### config.mk
export PLATFORM = sky130hd
export DESIGN_NAME = rst_ctrl
export DESIGN_NICKNAME = d
export VERILOG_FILES = /design/src/source/rst_ctrl.sv
export SDC_FILE = /design/constraint.sdc
export NUM_CORES = 1
export LEC_CHECK = 0
export BUFFER_PORTS_ARGS = -buffer_cell sky130_fd_sc_hd__clkbuf_2
export CORE_AREA = 3 3 40 42
export CTS_BUF_LIST = sky130_fd_sc_hd__clkbuf_8
export DETAILED_ROUTE_END_ITERATION = 8
export DIE_AREA = 0 0 43 45
export GPL_TIMING_DRIVEN = 1
export PLACE_DENSITY = 0.35
export SYNTH_ARGS = -nofsm -noshare
export SYNTH_HDL_FRONTEND = slang
export SYNTH_SLANG_ARGS = --single-unit
### constraint.sdc
create_clock -name clk_sys_i -period 1.8 [get_ports clk_sys_i]
set_clock_uncertainty 0.05 [all_clocks]
set_input_delay 0.18 -clock clk_sys_i [delete_from_list [all_inputs] [get_ports clk_sys_i]]
set_output_delay 0.18 -clock clk_sys_i [all_outputs]
set_load 0.005 [all_outputs]
### src/source/rst_ctrl.sv
/*
 * System reset controller
 * Holds the system reset low for a fixed count after board reset or button release
 */
`timescale 1ns/1ps
`default_nettype none

module rst_ctrl #(
  parameter int unsigned RstHoldCycles = 16
) (
  input  logic clk_sys_i,
  input  logic rst_n_i,
  input  logic rst_btn_i,    // Active high
  output logic rst_sys_n_o
);

  localparam int CntW = $clog2(RstHoldCycles + 1);

  logic [CntW-1:0] hold_cnt;
  logic            hold_last;

  // Last count value before release
  assign hold_last = (hold_cnt == CntW'(RstHoldCycles - 1));

  always_ff @(posedge clk_sys_i) begin
    if (!rst_n_i || rst_btn_i) begin
      // Either source restarts the hold
      hold_cnt    <= '0;
      rst_sys_n_o <= 1'b0;
    end else if (!rst_sys_n_o) begin
      hold_cnt <= hold_cnt + 1'b1;
      if (hold_last) begin
        rst_sys_n_o <= 1'b1;  // Release after RstHoldCycles clean cycles
      end
    end
  end

endmodule

`default_nettype wire

== Yosys cells after proc, flatten, opt, wreduce, memory -nomap -nowiden ==
Cells that the tools add are included.

* Eq/ne operators: 1
* Mux-type cells: 2
* Add/subtract/negate cells: 1
* Reductions and logical operators: 2

{| class="wikitable"
|+ Operator list
! operator !! count
|-
| adder 5 x 1 -> 5 bit (second input constant) || 1
|-
| == test 5 x 4 -> 1 bit (second input constant) || 1
|-
| two-way mux 1 bit || 2
|-
| logical NOT 1 bit || 1
|-
| logical OR 1 bit || 1
|}

* Word-level logic and storage cells: 8
* Bits in registers: 6

== Logic depth before layout (Yosys ltp) ==
* Depth in word-level cells: 3
* Mapped depth: 6
* Mapped depth without buffers: 6

== Worst setup path after synthesis ==
OpenSTA, ideal clock, no wires.

* Kind: register to register
* Start point: reg hold_cnt[0]
* End point: reg hold_cnt[4]
* Stages on the path, launching flop included: 7
* Arrival time: 1133 ps
* Setup slack: 497 ps
* Path through: dfxtp_1 ha_1 and3_1 ha_1 nor2_1 a21oi_1 nor2_1

* Word-level cells in the longest chain between the ends: 1

{| class="wikitable"
|+ Ends and longest elaborated chain
! item !! line !! text
|-
| start, declared || 19 || <nowiki>logic [CntW-1:0] hold_cnt;</nowiki>
|-
| start signal, assigned || 31 || <nowiki>hold_cnt <= hold_cnt + 1'b1;</nowiki>
|-
| adder 5 x 1 -> 5 bit || 31 ||
|}

Every way passes these cells.
A chain may end at the register's enable or synchronous reset.

== Final worst setup path ==
Ends and elaborated chain as after synthesis.

==> metrics.yaml <==
finalMaxSlewViolations: 0
first_iter_violations: 1
ant_nets: 0
regToRegEndpoint: "hold_cnt[4]"
floorplan.io_pins: 4
critPathRequiredTime_ns: 1.86
drive_gt1_share_pct: 25.0
std_cell_rows: 13
syn_avg_cell_area_um2: 10.2
wl_per_cell_um: 9.26
period_minus_slack_ns: 1.37
detailedPlace.worstSlack_ns: 0.418
seq_area_frac_synth_pct: 43.4
die_x_um: 43
worst_ir_drop_vdd_mv: 0.475
ys.warnings.count: 0
instances_no_fill: 47
criticalPathCategory: "flip-flop to flip-flop"
io_buffer_count: 3
setup-tns-final_ns: 0
first_global_vias: 195
crit_path_end_kind: "flip-flop"
cts.hold.buffers_added: 0
dr.pass1.iters: 2
timing.hold.worst.start: "rst_n_i"
synth.cell_area_um2: 277
multi_input_area_um2: 141
whs_endpoint: "hold_cnt[4]"
clk_pin_slew_worst_paths_ns: 0.04
synthDistinctLibCells: 13
floorplan.die.height_um: 45
power_density_mw_per_mm2: 1020
run_status: "finished clean"
crit_path_max_fanout: 3
layout.filler_cells: 138
critical_path.reg2reg.startpoint: "hold_cnt[0]"
number_of_clock_sinks: 6
hold_path_class: "input pin to flip-flop"
gp_weighted_congestion: 0.700
route.vias.total: 181
timing_worst_slew_pin_value_ns: 0.312
hold_violation_total_from_the_final_report: 0
grt_util_all_layers_pct: 6.69
area.growth.synth_to_final_pct: 23.1
final_routed_wirelength_across_all_metal_layers_um: 435
sum_of_overflow_across_all_layers_after_global_routing: 0
diodes: 0
maxClockFrequency_mhz: 731
clock_path_buffers: 2
cts_root_buf: "clkbuf_8"
post_drt_via_cell_ratio: 3.85
syn-instance-count: 27
grt_start_max_net_pins: 9
cts_setup_buffers: 0
timing.reg2reg.worst_path_depth: 6
synth_nets: 32
drv_cap: 0
clkLatencyLatePin_ns: 0.22
layout.area.seq_um2: 120
power_leakage_uw: 0.000170
setup_violations: 0
crit_path_start_kind: "flip-flop"
h-tree-depth: 1
fin_nets: 39
grt_antenna_before_repair: 0
fin_crit_sh_pct: 76.0
rrSetupSlack_ns: 0.43
power_uw: 348
place_inst: 44
ys_ff_latch: 6
worstHoldPathCells: 3
fp.dieArea_mm2: 0.00194
arrival_time_of_the_worst_setup_path_ns: 1.42
tritoncts: "yes"
grt_pass1_wl_um: 821
cts_inserted_buffers: 3
rsz0062_at_grt: "false"
fin_ws_ns: 0.432
initial_core_util_pct: 21.5
slew_headroom_pct: 79.2
post_cts.resized_instances: 0
drc: 0
design.core.area_mm2: 0.00128
-- flip-flops by register name, summed over array words and instances, names as in the netlist --
name         cells
hold_cnt         5
rst_sys_n_o      1
-- power breakdown --
group          switching (µW)  internal [µW]  leakage, µW
clock network            56.1            144    0.0000216
logic                    4.50           4.72     0.000100
registers                3.06            136    0.0000486
total                    63.7            284     0.000170
-- cells by family after synthesis --
group	after synthesis	synth area share (%)
DFF	6	43.4
xor gates and xnor gates	3	9.50
adders and majority gates	2	9.05
muxes	1	3.62
AOI/OAI and AO/OA	1	1.81
buffers and inverters	2	5.43
and+or+nand+nor	12	27.2
-- Yosys cell counts (all sizes together) --
| cell | instances | area, µm² |
|---|---|---|
| nand4b | 1 | 23.8 |
| nor2b | 1 | 8.76 |
| ha | 2 | 25.0 |
| inv | 1 | 3.75 |
| xnor2 | 1 | 8.76 |
| buf | 1 | 11.3 |
| dfxtp | 6 | 120 |
| a21oi | 1 | 5.00 |
| nor2 | 8 | 30.0 |
| nand2b | 1 | 6.26 |
| xor2 | 2 | 17.5 |
| mux2i | 1 | 10.0 |
| and3 | 1 | 6.26 |
-- through the flow --
| step | util (%) | hold slack (ns) | instance area, µm² |
|---|---|---|---|
| global route | 26.5 | 0.325 | 340 |
| detailed placement | 23.3 | 0.439 | 299 |
| finish | 26.5 | 0.288 | 340 |
| floorplan | - | 0.369 | 277 |
| global placement | 23.3 | 0.421 | 299 |
| CTS | 26.5 | 0.290 | 340 |
-- critical path, cell delays in order, from the launching register on --
cell and delay, ns:
dfxtp_1 0.34, ha_1 0.22, and3_1 0.18, ha_1 0.26
nor2_1 0.03, a21oi_1 0.12, nor2_1 0.05
-- routing by layer --
metal	vias up	track usage, %	share of wire (%)
li1	98	-	-
met1	78	6.34	45
met2	5	8.98	45
met3	0	7.17	10
met4	0	3.61	0
met5	-	0	0
-- worst max path at each step --
stage	startpoint	endpoint	slack (ns)	depth (start not counted)
final	hold_cnt[0]	hold_cnt[4]	0.43	6
after floorplan	hold_cnt[0]	hold_cnt[4]	0.50	6
after CTS	hold_cnt[0]	hold_cnt[4]	0.41	6
after detailed placement	hold_cnt[0]	hold_cnt[4]	0.42	6
after global routing	hold_cnt[0]	hold_cnt[4]	0.32	6
after global placement	hold_cnt[0]	hold_cnt[4]	0.43	6
-- area by class of cell --
type                    instances  area share [%]
clock buffers                   3            12.1
well taps                      15            5.51
multi-input cells              19            41.5
repair buffers                  3            4.41
flip-flops and latches          6            35.3
inverters                       1            1.10
-- layout by cell type (no fill, tap or decap) --
master,n
clkbuf_8,3
inv_1,1
a21oi_1,1
clkbuf_2,3
xnor2_1,1
nor2_1,8
nand2b_1,1
xor2_1,2
ha_1,2
nor2b_2,1
nand4b_4,1
dfxtp_1,6
and3_1,1
mux2i_1,1
(Power assumes the default switching activity.)
