==> src/source/board_pkg.sv <==
/*
 * Board subsystem shared definitions
 * Bus request/response structs, register map and pin-bank types
 */
`default_nettype none

package board_pkg;

  // Bus data and register index widths
  typedef logic [15:0] bus_data_t;
  typedef logic [2:0]  reg_addr_t;

  // One bank of eight board pins
  typedef logic [7:0] pin_vec_t;

  typedef struct packed {
    logic      we;     // 1 = write
    reg_addr_t addr;
    bus_data_t wdata;
  } bus_req_t;

  typedef struct packed {
    bus_data_t rdata;  // Zero for write responses
  } bus_rsp_t;

  // Register map
  localparam reg_addr_t ADDR_LED         = 3'd0;
  localparam reg_addr_t ADDR_GPIO_OUT    = 3'd1;
  localparam reg_addr_t ADDR_GPIO_OE     = 3'd2;
  localparam reg_addr_t ADDR_GPIO_IN     = 3'd3;  // Read only
  localparam reg_addr_t ADDR_SW_EVENT    = 3'd4;
  localparam reg_addr_t ADDR_EVENT_COUNT = 3'd5;

  // Arbiter grant owner
  typedef enum logic {
    GNT_EXT = 1'b0,
    GNT_SW  = 1'b1
  } host_sel_t;

endpackage

`default_nettype wire

==> src/source/board_system.sv <==
/*
 * Board system
 * Switch event host and external host sharing the GPIO register block
 */
`timescale 1ns/1ps
`default_nettype none

module board_system import board_pkg::*; #(
  parameter int unsigned DebounceCycles = 1000
) (
  input  logic     clk_sys_i,
  input  logic     rst_n_i,
  input  pin_vec_t sw_i,

  // External host port
  input  bus_req_t ext_req_i,
  input  logic     ext_req_valid_i,
  output logic     ext_req_ready_o,
  output bus_rsp_t ext_rsp_o,
  output logic     ext_rsp_valid_o,

  output pin_vec_t led_o,
  output pin_vec_t gpio_out_o,
  output pin_vec_t gpio_oe_o,
  input  pin_vec_t gpio_in_i
);

  bus_req_t sw_req;
  logic     sw_req_valid;
  logic     sw_req_ready;
  logic     sw_rsp_valid;
  bus_req_t tgt_req;
  logic     tgt_req_valid;
  bus_rsp_t tgt_rsp;
  logic     tgt_rsp_valid;

  sw_event_host #(
    .DebounceCycles (DebounceCycles)
  ) u_sw_event_host (
    .clk_sys_i   (clk_sys_i),
    .rst_n_i     (rst_n_i),
    .sw_i        (sw_i),
    .req_o       (sw_req),
    .req_valid_o (sw_req_valid),
    .req_ready_i (sw_req_ready),
    .rsp_valid_i (sw_rsp_valid)
  );

  bus_arbiter u_bus_arbiter (
    .clk_sys_i       (clk_sys_i),
    .rst_n_i         (rst_n_i),
    .ext_req_i       (ext_req_i),
    .ext_req_valid_i (ext_req_valid_i),
    .ext_req_ready_o (ext_req_ready_o),
    .ext_rsp_o       (ext_rsp_o),
    .ext_rsp_valid_o (ext_rsp_valid_o),
    .sw_req_i        (sw_req),
    .sw_req_valid_i  (sw_req_valid),
    .sw_req_ready_o  (sw_req_ready),
    .sw_rsp_o        (),              // Switch host only writes
    .sw_rsp_valid_o  (sw_rsp_valid),
    .tgt_req_o       (tgt_req),
    .tgt_req_valid_o (tgt_req_valid),
    .tgt_rsp_i       (tgt_rsp),
    .tgt_rsp_valid_i (tgt_rsp_valid)
  );

  gpio_regs u_gpio_regs (
    .clk_sys_i   (clk_sys_i),
    .rst_n_i     (rst_n_i),
    .req_i       (tgt_req),
    .req_valid_i (tgt_req_valid),
    .rsp_o       (tgt_rsp),
    .rsp_valid_o (tgt_rsp_valid),
    .led_o       (led_o),
    .gpio_out_o  (gpio_out_o),
    .gpio_oe_o   (gpio_oe_o),
    .gpio_in_i   (gpio_in_i)
  );

endmodule

`default_nettype wire

==> src/source/bus_arbiter.sv <==
/*
 * Two-host bus arbiter
 * Round-robin grant to one register target with one transaction outstanding
 * and the response steered back to the issuing host
 */
`timescale 1ns/1ps
`default_nettype none

module bus_arbiter import board_pkg::*; (
  input  logic     clk_sys_i,
  input  logic     rst_n_i,

  // External host
  input  bus_req_t ext_req_i,
  input  logic     ext_req_valid_i,
  output logic     ext_req_ready_o,
  output bus_rsp_t ext_rsp_o,
  output logic     ext_rsp_valid_o,

  // Switch event host
  input  bus_req_t sw_req_i,
  input  logic     sw_req_valid_i,
  output logic     sw_req_ready_o,
  output bus_rsp_t sw_rsp_o,
  output logic     sw_rsp_valid_o,

  // Always-ready register target
  output bus_req_t tgt_req_o,
  output logic     tgt_req_valid_o,
  input  bus_rsp_t tgt_rsp_i,
  input  logic     tgt_rsp_valid_i
);

  logic      busy_q;      // Request outstanding at the target
  host_sel_t owner_q;     // Host waiting for the response
  host_sel_t last_q;      // Host served most recently
  host_sel_t gnt;
  logic      pick_sw;

  // Switch host wins if alone, or on a tie when the external host went last
  assign pick_sw = sw_req_valid_i && (!ext_req_valid_i || (last_q == GNT_EXT));
  assign gnt     = pick_sw ? GNT_SW : GNT_EXT;

  assign tgt_req_valid_o = !busy_q && (ext_req_valid_i || sw_req_valid_i);
  assign tgt_req_o       = pick_sw ? sw_req_i : ext_req_i;
  assign ext_req_ready_o = !busy_q && (gnt == GNT_EXT);
  assign sw_req_ready_o  = !busy_q && (gnt == GNT_SW);

  always_ff @(posedge clk_sys_i) begin
    if (!rst_n_i) begin
      busy_q  <= 1'b0;
      owner_q <= GNT_EXT;
      last_q  <= GNT_SW;    // External host first on a tie
    end else if (tgt_req_valid_o) begin
      busy_q  <= 1'b1;
      owner_q <= gnt;
      last_q  <= gnt;
    end else if (busy_q && tgt_rsp_valid_i) begin
      busy_q <= 1'b0;
    end
  end

  // Data goes to both hosts and valid only to the owner
  assign ext_rsp_o       = tgt_rsp_i;
  assign sw_rsp_o        = tgt_rsp_i;
  assign ext_rsp_valid_o = busy_q && tgt_rsp_valid_i && (owner_q == GNT_EXT);
  assign sw_rsp_valid_o  = busy_q && tgt_rsp_valid_i && (owner_q == GNT_SW);

endmodule

`default_nettype wire

==> src/source/gpio_regs.sv <==
/*
 * GPIO register block
 * LED, GPIO out/enable, GPIO input readback, switch event and event count
 * registers with a response one cycle after each request
 */
`timescale 1ns/1ps
`default_nettype none

module gpio_regs import board_pkg::*; (
  input  logic     clk_sys_i,
  input  logic     rst_n_i,
  input  bus_req_t req_i,
  input  logic     req_valid_i,
  output bus_rsp_t rsp_o,
  output logic     rsp_valid_o,
  output pin_vec_t led_o,
  output pin_vec_t gpio_out_o,
  output pin_vec_t gpio_oe_o,
  input  pin_vec_t gpio_in_i
);

  pin_vec_t  led_q;
  pin_vec_t  gpio_out_q;
  pin_vec_t  gpio_oe_q;
  pin_vec_t  sw_event_q;
  bus_data_t event_cnt_q;
  pin_vec_t  gpio_meta;
  pin_vec_t  gpio_sync;
  bus_data_t rd_mux;
  bus_data_t rdata_q;
  logic      rsp_valid_q;

  // Input pin synchroniser
  always_ff @(posedge clk_sys_i) begin
    if (!rst_n_i) begin
      gpio_meta <= '0;
      gpio_sync <= '0;
    end else begin
      gpio_meta <= gpio_in_i;
      gpio_sync <= gpio_meta;
    end
  end

  always_comb begin
    case (req_i.addr)
      ADDR_LED:         rd_mux = {8'h00, led_q};
      ADDR_GPIO_OUT:    rd_mux = {8'h00, gpio_out_q};
      ADDR_GPIO_OE:     rd_mux = {8'h00, gpio_oe_q};
      ADDR_GPIO_IN:     rd_mux = {8'h00, gpio_sync};
      ADDR_SW_EVENT:    rd_mux = {8'h00, sw_event_q};
      ADDR_EVENT_COUNT: rd_mux = event_cnt_q;
      default:          rd_mux = '0;  // Unmapped
    endcase
  end

  always_ff @(posedge clk_sys_i) begin
    if (!rst_n_i) begin
      led_q       <= '0;
      gpio_out_q  <= '0;
      gpio_oe_q   <= '0;
      sw_event_q  <= '0;
      event_cnt_q <= '0;
      rsp_valid_q <= 1'b0;
    end else begin
      rsp_valid_q <= req_valid_i;
      if (req_valid_i && req_i.we) begin
        case (req_i.addr)
          ADDR_LED:      led_q      <= req_i.wdata[7:0];
          ADDR_GPIO_OUT: gpio_out_q <= req_i.wdata[7:0];
          ADDR_GPIO_OE:  gpio_oe_q  <= req_i.wdata[7:0];
          ADDR_SW_EVENT: begin
            sw_event_q  <= req_i.wdata[7:0];
            event_cnt_q <= event_cnt_q + 1'b1;  // Count every event write
          end
          default: ;  // Read only or unmapped
        endcase
      end
    end
  end

  // Read data captured with the request and zeroed for writes
  always_ff @(posedge clk_sys_i) begin
    if (req_valid_i) begin
      rdata_q <= req_i.we ? '0 : rd_mux;
    end
  end

  assign rsp_o.rdata = rdata_q;
  assign rsp_valid_o = rsp_valid_q;
  assign led_o       = led_q;
  assign gpio_out_o  = gpio_out_q;
  assign gpio_oe_o   = gpio_oe_q;

endmodule

`default_nettype wire

==> src/source/sw_event_host.sv <==
/*
 * Switch event bus host
 * Synchronises and debounces the user switches, then posts each stable change
 * as a write to the switch event register
 */
`timescale 1ns/1ps
`default_nettype none

module sw_event_host import board_pkg::*; #(
  parameter int unsigned DebounceCycles = 1000
) (
  input  logic     clk_sys_i,
  input  logic     rst_n_i,
  input  pin_vec_t sw_i,          // Active high
  output bus_req_t req_o,
  output logic     req_valid_o,
  input  logic     req_ready_i,
  input  logic     rsp_valid_i
);

  localparam int DbW = $clog2(DebounceCycles + 1);

  typedef enum logic [1:0] {
    IDLE,
    REQ,
    WAIT_RSP
  } state_e;

  state_e         state_q;
  pin_vec_t       sw_meta;
  pin_vec_t       sw_sync;
  pin_vec_t       sw_cand;        // Value currently being timed
  pin_vec_t       sw_last;        // Last value reported over the bus
  logic [DbW-1:0] stable_cnt;
  logic           stable;

  assign stable = (stable_cnt == DbW'(DebounceCycles));

  // Two-flop synchroniser and stability counter
  always_ff @(posedge clk_sys_i) begin
    if (!rst_n_i) begin
      sw_meta    <= '0;
      sw_sync    <= '0;
      sw_cand    <= '0;
      stable_cnt <= '0;
    end else begin
      sw_meta <= sw_i;
      sw_sync <= sw_meta;
      if (sw_sync != sw_cand) begin
        sw_cand    <= sw_sync;  // Restart timing on any change
        stable_cnt <= '0;
      end else if (!stable) begin
        stable_cnt <= stable_cnt + 1'b1;
      end
    end
  end

  // Report FSM with one write in flight at a time
  always_ff @(posedge clk_sys_i) begin
    if (!rst_n_i) begin
      state_q <= IDLE;
      sw_last <= '0;
    end else begin
      case (state_q)
        IDLE: begin
          if (stable && (sw_cand != sw_last)) begin
            sw_last <= sw_cand;
            state_q <= REQ;
          end
        end
        REQ:      if (req_ready_i) state_q <= WAIT_RSP;
        WAIT_RSP: if (rsp_valid_i) state_q <= IDLE;
        default:  state_q <= IDLE;
      endcase
    end
  end

  // Payload held stable from sw_last while waiting for ready
  assign req_o.we    = 1'b1;
  assign req_o.addr  = ADDR_SW_EVENT;
  assign req_o.wdata = {8'h00, sw_last};
  assign req_valid_o = (state_q == REQ);

endmodule

`default_nettype wire
==> config.mk <==
export PLATFORM = sky130hd
export DESIGN_NAME = board_system
export DESIGN_NICKNAME = d
export VERILOG_FILES = /design/src/source/board_pkg.sv /design/src/source/board_system.sv /design/src/source/bus_arbiter.sv /design/src/source/gpio_regs.sv /design/src/source/sw_event_host.sv
export SDC_FILE = /design/constraint.sdc
export NUM_CORES = 1
export LEC_CHECK = 0
export BUFFER_PORTS_ARGS = -buffer_cell sky130_fd_sc_hd__clkbuf_2
export CAP_MARGIN = 20
export CORE_MARGIN = 2
export CORE_UTILIZATION = 50
export CTS_CLUSTER_DIAMETER = 50
export DETAILED_ROUTE_END_ITERATION = 10
export PLACE_DENSITY = 0.79
export SYNTH_ARGS = -nofsm -noshare
export SYNTH_HDL_FRONTEND = slang
export SYNTH_SLANG_ARGS = --single-unit
==> constraint.sdc <==
create_clock -name clk_sys_i -period 3.65 [get_ports clk_sys_i]
set_input_delay 0 -clock clk_sys_i [delete_from_list [all_inputs] [get_ports clk_sys_i]]
set_output_delay 0 -clock clk_sys_i [all_outputs]
set_load 0.005 [all_outputs]
**Word level (Yosys, flattened, before mapping)**

Cells that the tools add are included.

- Register bits after elaboration: 128
- Output and inout port bits: 42
- Word-level logic and storage cells: 69

- $add $sub $neg: 2
- Eq/ne operators: 13
- Muxes and demuxes: 9
- Bitwise operators: 4
- Reductions and logical operators: 23

Operators by type and width:

| cell | count |
|---|---|
| 16-bit one-hot mux with 6 select lines | 1 |
| 20-bit two-way mux | 1 |
| 16-bit by 1-bit adder with 16-bit output (second input constant) | 1 |
| 8-bit != test | 2 |
| 10-bit by 1-bit adder with 10-bit output (second input constant) | 1 |
| 10-bit == test (second input constant) | 1 |
| 2-bit AND reduction | 5 |
| 1-bit logical AND | 9 |
| 3-bit by 2-bit == test with 1-bit output (second input constant) | 2 |
| 3-bit == test (second input constant) | 2 |
| 2-bit two-way mux | 3 |
| 2-bit one-hot mux with 3 select lines | 1 |
| 2-bit != test (second input constant) | 2 |
| 1-bit NOT | 4 |
| 3-bit by 1-bit == test with 1-bit output (second input constant) | 1 |
| 3-bit zero test | 1 |
| 1-bit two-way mux | 3 |
| 3-bit AND reduction | 1 |
| 2-bit by 1-bit == test with 1-bit output (second input constant) | 1 |
| 2-bit == test (second input constant) | 1 |
| 1-bit zero test | 2 |
| 2-bit zero test | 1 |
| 1-bit logical OR | 2 |
| 2-bit by 1-bit != test with 1-bit output (second input constant) | 1 |
| 2 further kinds | 2 |

**Depth between registers and ports, before layout**

Gate-level depths: netlist of the first run.

- Depth after elaboration: 7
- Mapped depth: 7
- Mapped depth without buffers: 6

**Hierarchy**

Synthesis of the first run repeated with hierarchy kept, for this count alone.

- Cell total of the unflattened synthesis: 578
- Area, all modules: 5885.6 um^2

Modules (own cells, without submodules):

| module | times used | cells an instance | area each (um^2) |
|---|---|---|---|
| gpio_regs | 1 | 322 | 3438.3 |
| sw_event_host | 1 | 183 | 1793.0 |
| bus_arbiter | 1 | 73 | 654.4 |

**Worst setup path before layout of the first run**

OpenSTA, ideal clock, no wires.

- Path kind: reg2reg
- Start: reg u_sw_event_host.stable_cnt[0]
- End: reg u_sw_event_host.sw_last[0]
- Arrival time: 1624 ps
- Data required time: 3578 ps
- Slack: 1955 ps
- Cell stages (with the launch flop): 8
- Path buffers: 1
- Clock period less this slack: 1695 ps
- Cells stage by stage: dfxtp_1 -> inv_1 -> ha_1 -> nand4b_1 -> nor3_1 -> o211a_1 -> buf_2 -> mux2i_1

- Longest elaborated chain between the ends: 3

RTL lines:

| what | line | RTL |
|---|---|---|
| from (decl) | sw_event_host.sv:34 | `logic [DbW-1:0] stable_cnt;` |
| from (signal assigned) | sw_event_host.sv:53 | `stable_cnt <= stable_cnt + 1'b1;` |
| 10-bit == test | sw_event_host.sv:37 | `assign stable = (stable_cnt == DbW'(DebounceCycles));` |
| 1-bit logical AND | sw_event_host.sv:66 | `if (stable && (sw_cand != sw_last)) begin` |
| 2-bit AND reduction (no line) | n/a |  |
| to (signal assigned) | sw_event_host.sv:67 | `sw_last <= sw_cand;` |
| to (decl) | sw_event_host.sv:33 | `pin_vec_t sw_last;` |

No other way between the ends.
A chain may end at the register's enable or synchronous reset.

**Final worst setup path of the first run**

- Start: reg u_bus_arbiter.busy_q
- End: reg u_gpio_regs.led_q[0] (netlist: u_gpio_regs.led_o[0])

- Longest elaborated chain between the ends: 4

RTL lines:

| what | line | RTL |
|---|---|---|
| from (decl) | bus_arbiter.sv:34 | `logic busy_q;` |
| from (signal assigned) | bus_arbiter.sv:51 | `busy_q <= 1'b0;` |
| from (signal assigned) | bus_arbiter.sv:55 | `busy_q <= 1'b1;` |
| from (signal assigned) | bus_arbiter.sv:59 | `busy_q <= 1'b0;` |
| 1-bit zero test | bus_arbiter.sv:44 | `assign tgt_req_valid_o = !busy_q && (ext_req_valid_i \|\| sw_req_valid_i);` |
| 1-bit logical AND | bus_arbiter.sv:44 |  |
| 1-bit logical AND | gpio_regs.sv:66 | `if (req_valid_i && req_i.we) begin` |
| 2-bit AND reduction (no line) | n/a |  |
| to (signal assigned) | gpio_regs.sv:68 | `ADDR_LED: led_q <= req_i.wdata[7:0];` |
| to (decl) | gpio_regs.sv:22 | `pin_vec_t led_q;` |

No other way between the ends.

==> results.md, run 1 <==
- Post-synthesis async set-or-reset flop share: 0%
- Port-buffer cells: 72
- Cell Area, Synth: around 5300 um^2
- Slowest stage cell, crit path: a2111oi_4
- DRT antenna net count: 0
- DRT Pass-1 Iters: 5
- Die Wd: 107 um
- Vias in the first global route: 4154
- Number of max-cap violations: 0
- Grt ovf: 0
- Worst hold stages: 3
- Die area: 11500 um^2
- H-tree levels: 4
- Core ar.: 10400 um^2
- Crit path cell chain: nand4bb_1, a2111oi_4, nor2_1, a211oi_1
- Post-synth top area share: 41.9%
- HP Start: ext_req_i[5]
- Worst-Margin Slew: 1.04 ns
- Worst-path clk slew: ~0.060 ns
- Layout cell share with drive strength beyond 1: approximately a fifth
- EDFF count, synth: 16
- CTS tree: built
- FMAX: 413 MHz
- Post-CTS Hold Fix Bufs: 19
- Worst Clk Skew: 0.00574 ns
- Detailed Route Iter0 Violations: 254
- Initial core utilization: 51.6%
- Critical path required time: 4.08 ns
- Reg-to-reg startpoint: u_bus_arbiter.busy_q
- Post-Syn Nets: 574
- WL final: 12500 um
- Crit-path max FO: 30
- YS warnings: 0
- Post-route clock period utilization: 66.4%
- Status: finished clean
- Post-CTS sizing: 0
- Mapped Cells: 532
- Cell area power density: 515 nW/um^2
- R2R setup slack: 1.23 ns
- Peak supply drop: around 0.34 mV
- Worst flop-to-flop path endpoint: u_gpio_regs.led_o[0]
- LEAKAGE: 2.53 nW
- Post-CTS Setup Inserts: 0
- Register Area: approximately 2700 um^2
- Pwr Total: 0.00338 W
- Final Critical Period: 2.42 ns
- Die Y: 107 um
- HPWL Detailed: 8120 um
- Num ports: 81
- # DRC: 0
- Fin nets: between 600 and 700
- Synth unique cells: 49
- Critical Path Start Type: flip-flop
- Largest net degree at the start of global routing: 58
- Max clock buf depth: 2
- Final hold vios: 0
- DR vias/cell: 5.66
- Unrepaired setup endpoints after global routing: false
- Setup TNS: 0 ns
- Via count: 4319
- Worst hold path type: input pin to flip-flop
- Crit path DAT: ~2.9 ns
- Path depth of the worst reg2reg path: 4
- Area grow syn2layout: 22.8%
- Synth top area cells: dfxtp_1, edfxtp_1, and2_1
- Multi-input gate area: 2460 um^2
- Post-synth top area cell: dfxtp_1
- Crit path kind: flip-flop to flip-flop
- Row cnt: 37
- Post-synth top flop: dfxtp_1
- Largest stage delay on the critical path: 0.90 ns
- Final Util: 63.3%
- Register area share after synthesis: 50.9%
- Worst min-delay path endpoint: u_gpio_regs.gpio_out_o[5]
- Fillers: roughly 820
- Rel. slew slack: 30.9%
- Cell family with most CP delay: compound AO/OA/AOI/OAI gates
- Skew-Pair Late Insertion Delay: 0.52 ns
- Global-route wire length before repair: 20300 um
- Cts bufs inserted: 17
- Avg Inst Size Synth: between 10 and 15 um^2
- Antenna diode count: 0
- Final Wtd Congestion: 0.888
- Critical Path End Type: flip-flop
- Avg WL per Cell: 16.4 um
- Total GRT Usage: ~23%
- Initial antenna violation count: 0
- WP buf/inv: 0
- Final setup violation count: 0
- #FFs+latches synth: 128
- Final Max Slew Viols: 0
- Num Clock Sinks: 128
- Root buffer cell: clkbuf_8
-- synthesized netlist by cell type (3+ instances only) --
library cell	instances
o31ai_1	9
o41ai_1	3
nor2_1	37
or4_1	9
a22oi_1	6
clkbuf_1	21
nand3_1	12
a311oi_1	8
edfxtp_1	16
dfxtp_1	112
buf_1	3
o311ai_0	3
mux2_2	6
xor2_1	9
and3_1	3
nor3_1	6
nor2b_1	4
buf_2	6
mux2i_1	25
a31oi_1	8
a211oi_1	25
o21ai_0	9
a21oi_1	35
inv_1	5
nand2b_1	6
nand4_1	9
xnor2_1	16
ha_1	3
nand2_1	35
and2_1	57
-- cells in the final DEF (no fill, tap or decap), types with 3 or more instances in the layout --
cell type / instances
dfxtp_1: 112
clkbuf_2: 72
and2_1: 57
nor2_1: 37
a21oi_1: 35
nand2_1: 35
a211oi_1: 25
mux2i_1: 25
dlygate4sd3_1: 19
clkbuf_16: 17
xnor2_1: 16
edfxtp_1: 16
nand3_1: 12
o21ai_0: 9
nand4_1: 9
o31ai_1: 9
or4_1: 9
xor2_1: 9
a31oi_1: 8
a311oi_1: 8
nand2b_1: 6
mux2_2: 6
a22oi_1: 6
nor3_1: 6
inv_1: 5
nor2b_1: 4
inv_6: 4
buf_4: 4
and3_1: 3
o311ai_0: 3
o41ai_1: 3
ha_1: 3
clkbuf_8: 3
clkinvlp_4: 3
-- tightest hold or removal path, stage by stage --
cell	delay [ns]
clkbuf_2	0.09
mux2i_1	0.15
a211oi_1	0.23
-- per-layer routing --
| metal | track usage [%] | vias up | share of wire [%] |
|---|---|---|---|
| met1 | 28.4 | 2037 | 42 |
| met2 | 38.3 | 170 | 50 |
| li1 | - | 2091 | - |
| met3 | 5.15 | 21 | 6.5 |
| met5 | 0 | - | 0 |
| met4 | 9.07 | 0 | 1.7 |
-- worst max path at each step --
| stage | startpoint | cells past startpoint | slack, ns | to |
|---|---|---|---|---|
| after CTS | u_bus_arbiter.busy_q | 4 | 1.24 | u_gpio_regs.led_o[0] |
| after global routing | u_bus_arbiter.busy_q | 4 | 1.02 | u_gpio_regs.gpio_out_o[0] |
| after global placement | u_bus_arbiter.busy_q | 4 | 1.42 | u_gpio_regs.led_o[2] |
| final | u_bus_arbiter.busy_q | 4 | 1.23 | u_gpio_regs.led_o[0] |
| after floorplan | u_sw_event_host.stable_cnt[0] | 7 | 1.95 | u_sw_event_host.sw_last[0] |
| after detailed placement | u_bus_arbiter.busy_q | 4 | 1.34 | u_gpio_regs.gpio_out_o[5] |
-- flip-flops by register name (all words and copies together) (netlist names), 8 cells and up --
register                    flops
u_gpio_regs.sw_event_q          8
u_gpio_regs.rsp_o              16
u_gpio_regs.gpio_oe_o           8
u_sw_event_host.stable_cnt     10
u_sw_event_host.sw_last         8
u_sw_event_host.sw_meta         8
u_gpio_regs.gpio_out_o          8
u_sw_event_host.sw_cand         8
u_gpio_regs.gpio_meta           8
u_gpio_regs.event_cnt_q        16
u_gpio_regs.gpio_sync           8
u_sw_event_host.sw_sync         8
u_gpio_regs.led_o               8
-- cells by family after synthesis --
logic type,synth area share [%]
compound gates,15.4
xor+xnor,4.09
simple gates,19.0
buf+inv,3.09
fa+ha+maj,0.702
mux,6.78
flops,50.9
-- layout make-up --
cell class	instances	area share, %
Multi-Input combinational cell	366	37.5
Sequential cell	128	41.5
Tap cell	136	2.59
Timing Repair Buffer	95	8.84
Inverter	6	0.343
Clock buffer	20	7.11
Clock inverter	12	2.19
-- metrics by stage --
step	std cells	cell area (um^2)	setup WS (ns)	hold slack [ns]
after floorplan	532	5350	1.95	0.127
after global placement	712	5770	1.42	0.205
after detailed placement	712	5770	1.34	0.209
after CTS	763	6570	1.24	0.0122
after global routing	763	6570	1.02	0.0250
final	763	6570	1.23	0.00809
-- report_power, final --
| group | leakage [nW] | internal [W] | switching [W] |
|---|---|---|---|
| clock | 0.293 | 0.00106 | 0.000648 |
| sequential | 1.07 | 0.00146 | 0.0000237 |
| combinational | 1.17 | 0.0000758 | 0.000111 |
(Power assumes the default switching activity.)
==> inputs of run 2 (changes only) <==
Clock period 3.65 ns to 2.32 ns, I/O delays scaled along.
==> run 2 against run 1 <==
Worst hold slack better by 0.011 ns. Count of clock-buffer cells in the layout up 6. Utilization up 1.2 points. Cell count up 1.8%. Global-route usage up 0.27 points. Die area unchanged. Largest cell class unchanged.
==> results.md, run 2 (synthesis results as in run 1) <==
- H-tree levels: 4 (unchanged)
- Crit path DAT: 2.50 ns (-0.35 ns)
- Grt ovf: 0 (unchanged)
- Global-route wire length before repair: 20500 um (+0.68%)
- WL final: 12600 um (+0.57%)
- Die Wd: 107 um (unchanged)
- Via count: 4369 (+1.2%)
- Die area: 11500 um^2 (unchanged)
- Cell family with most CP delay: simple AND/OR/NAND/NOR gates
- Layout cell share with drive strength beyond 1: 20.0% (+0.35 points)
- FMAX: 486 MHz (+18%)
- Final Max Slew Viols: 0 (unchanged)
- Slowest stage cell, crit path: or4_1
- Max clock buf depth: 2 (unchanged)
- HPWL Detailed: 8330 um (+2.5%)
- Largest net degree at the start of global routing: 57 (-1.7%)
- Post-CTS Setup Inserts: 0 (unchanged)
- Cts bufs inserted: 17 (unchanged)
- DRT antenna net count: 0 (unchanged)
- Fin nets: 672 (+2.4%)
- Worst-Margin Slew: 1.09 ns (+0.0593 ns)
- Clk pwr share: 50.4% (-0.2 points)
- Antenna diode count: 0 (unchanged)
- Critical Path End Type: flip-flop
- Most common cell after layout, fill and taps aside: dfxtp_1
- Cell area power density: 799 nW/um^2 (+55%)
- Die Y: 107 um (unchanged)
- Crit-path max FO: 28 (-6.7%)
- Largest stage delay on the critical path: 0.58 ns (-0.32 ns)
- Vias in the first global route: 4102 (-1.3%)
- Worst-path clk slew: 0.06 ns (about the same)
- Num Clock Sinks: 128 (unchanged)
- Post-CTS sizing: 0 (unchanged)
- Peak supply drop: 0.670 mV (+97%)
- Worst hold path type: input pin to flip-flop
- Detailed Route Iter0 Violations: 397 (+56%)
- Unrepaired setup endpoints after global routing: false
- DRT Pass-1 Iters: 7 (+2)
- Final hold vios: 0 (unchanged)
- Pint: 0.00425 W (+63%)
- Critical Path Start Type: flip-flop
- Initial antenna violation count: 0 (unchanged)
- Number of max-cap violations: 0 (unchanged)
- Logic pwr share: 6.0% (+0.5 points)
- Num ports: 81 (unchanged)
- Root buffer cell: clkbuf_8
- Final Util: 64.5% (+1.2 points)
- LEAKAGE: 2.61 nW (+3.2%)
- Post-route clock period utilization: 88.6% (+22 points)
- Crit path cell chain: nor2b_1, buf_4, a2bb2oi_2, or4_1, a21oi_1
- Final setup violation count: 0 (unchanged)
- Core ar.: 10400 um^2 (unchanged)
- Final Wtd Congestion: 0.918 (+3.4%)
- Total GRT Usage: 23.1% (+0.27 points)
- Highest metal used: met4
- Worst Clk Skew: 0.00654 ns (+0.000803 ns)
- Net Sw Frac: 20.6% (-2.5 points)
- WP buf/inv: 1 (+1)
- Status: finished clean
- Setup TNS: 0 ns (unchanged)
- Rel. slew slack: 27.0% (-4.0 points)
- P_sw: 0.00110 W (+41%)
- Avg WL per Cell: 16.2 um (-1.2%)
- Flop pwr share: 43.6% (-0.3 points)
- Metal3 WL: 852 um (+5.3%)
- Port-buffer cells: 72 (unchanged)
- Most frequent cells in the layout: dfxtp_1, clkbuf_2, and2_1, nor2_1
- Row cnt: 37 (unchanged)
- DR vias/cell: 5.62 (-0.66%)
- CTS tree: built
- Initial core utilization: 51.6% (unchanged)
- Skew-Pair Late Insertion Delay: 0.52 ns (about the same)
- Final Critical Period: 2.06 ns (-0.365 ns)
- Critical path required time: 2.77 ns (-1.31 ns)
- WL met1: 5470 um (+3.3%)
- # DRC: 0 (unchanged)
- DR WL met2: 6040 um (-2.9%)
- Area grow syn2layout: 25.1%
- Crit path kind: flip-flop to flip-flop
-- run 2: power groups by stage --
stage | sequential (W) | combinational (W) | clock, W
floorplan | 0.00237 | 0.000172 | 0
global placement | 0.00237 | 0.000278 | 0
detailed placement | 0.00238 | 0.000285 | 0
CTS | 0.00233 | 0.000318 | 0.00272
global route | 0.00233 | 0.000352 | 0.00283
finish | 0.00233 | 0.000322 | 0.00270
-- run 2: per-stage QoR --
step	power (W)	area [um^2]	std cells	setup WS, ns	hold WS [ns]
after floorplan	0.00254	5350	532	0.625	0.127
after CTS	0.00536	6690	777	0.253	0.00463
after global placement	0.00265	5860	724	0.429	0.205
after global routing	0.00552	6690	777	0.0937	0.0192
final	0.00535	6690	777	0.263	0.0195
after detailed placement	0.00266	5860	724	0.291	0.209
-- run 2: worst paths after layout --
path,depth (start not counted),slack (ns),startpoint,to
worst max-delay path,5,0.26,u_sw_event_host.state_q[0],u_gpio_regs.event_cnt_q[10]
worst min-delay path,4,0.02,ext_req_i[6],u_gpio_regs.led_o[6]
worst max register to register,5,0.26,u_sw_event_host.state_q[0],u_gpio_regs.event_cnt_q[10]
worst min register to register,1,0.43,u_sw_event_host.sw_meta[3],u_sw_event_host.sw_sync[3]
-- run 2: what timing repair did --
action | 4_1_cts | 5_1_grt
hold endpoints to repair | 33 | 0
hold buffers | 23 | 0
setup endpoints to repair | 0 | 0
-- run 2: routing by layer --
layer  vias to the layer above  global-route usage, %
met4                         0                   8.33
met5                         -                      0
met2                       180                   36.4
met1                      2049                   30.2
li1                       2121                      -
met3                        19                   6.66
-- run 2: layout make-up --
class | instances | area [um^2]
Sequential cell | 128 | 2720
Tap cell | 136 | 170
Fill cell | 813 | 3680
Multi-Input combinational cell | 366 | 2460
Timing Repair Buffer | 111 | 711
Inverter | 6 | 22.5
Clock inverter | 4 | 95.1
Clock buffer | 26 | 510
-- run 2: tightest hold or removal path, stage by stage --
cell	delay, ns
clkbuf_2	0.09
mux2i_1	0.14
buf_4	0.18
a211oi_1	0.08
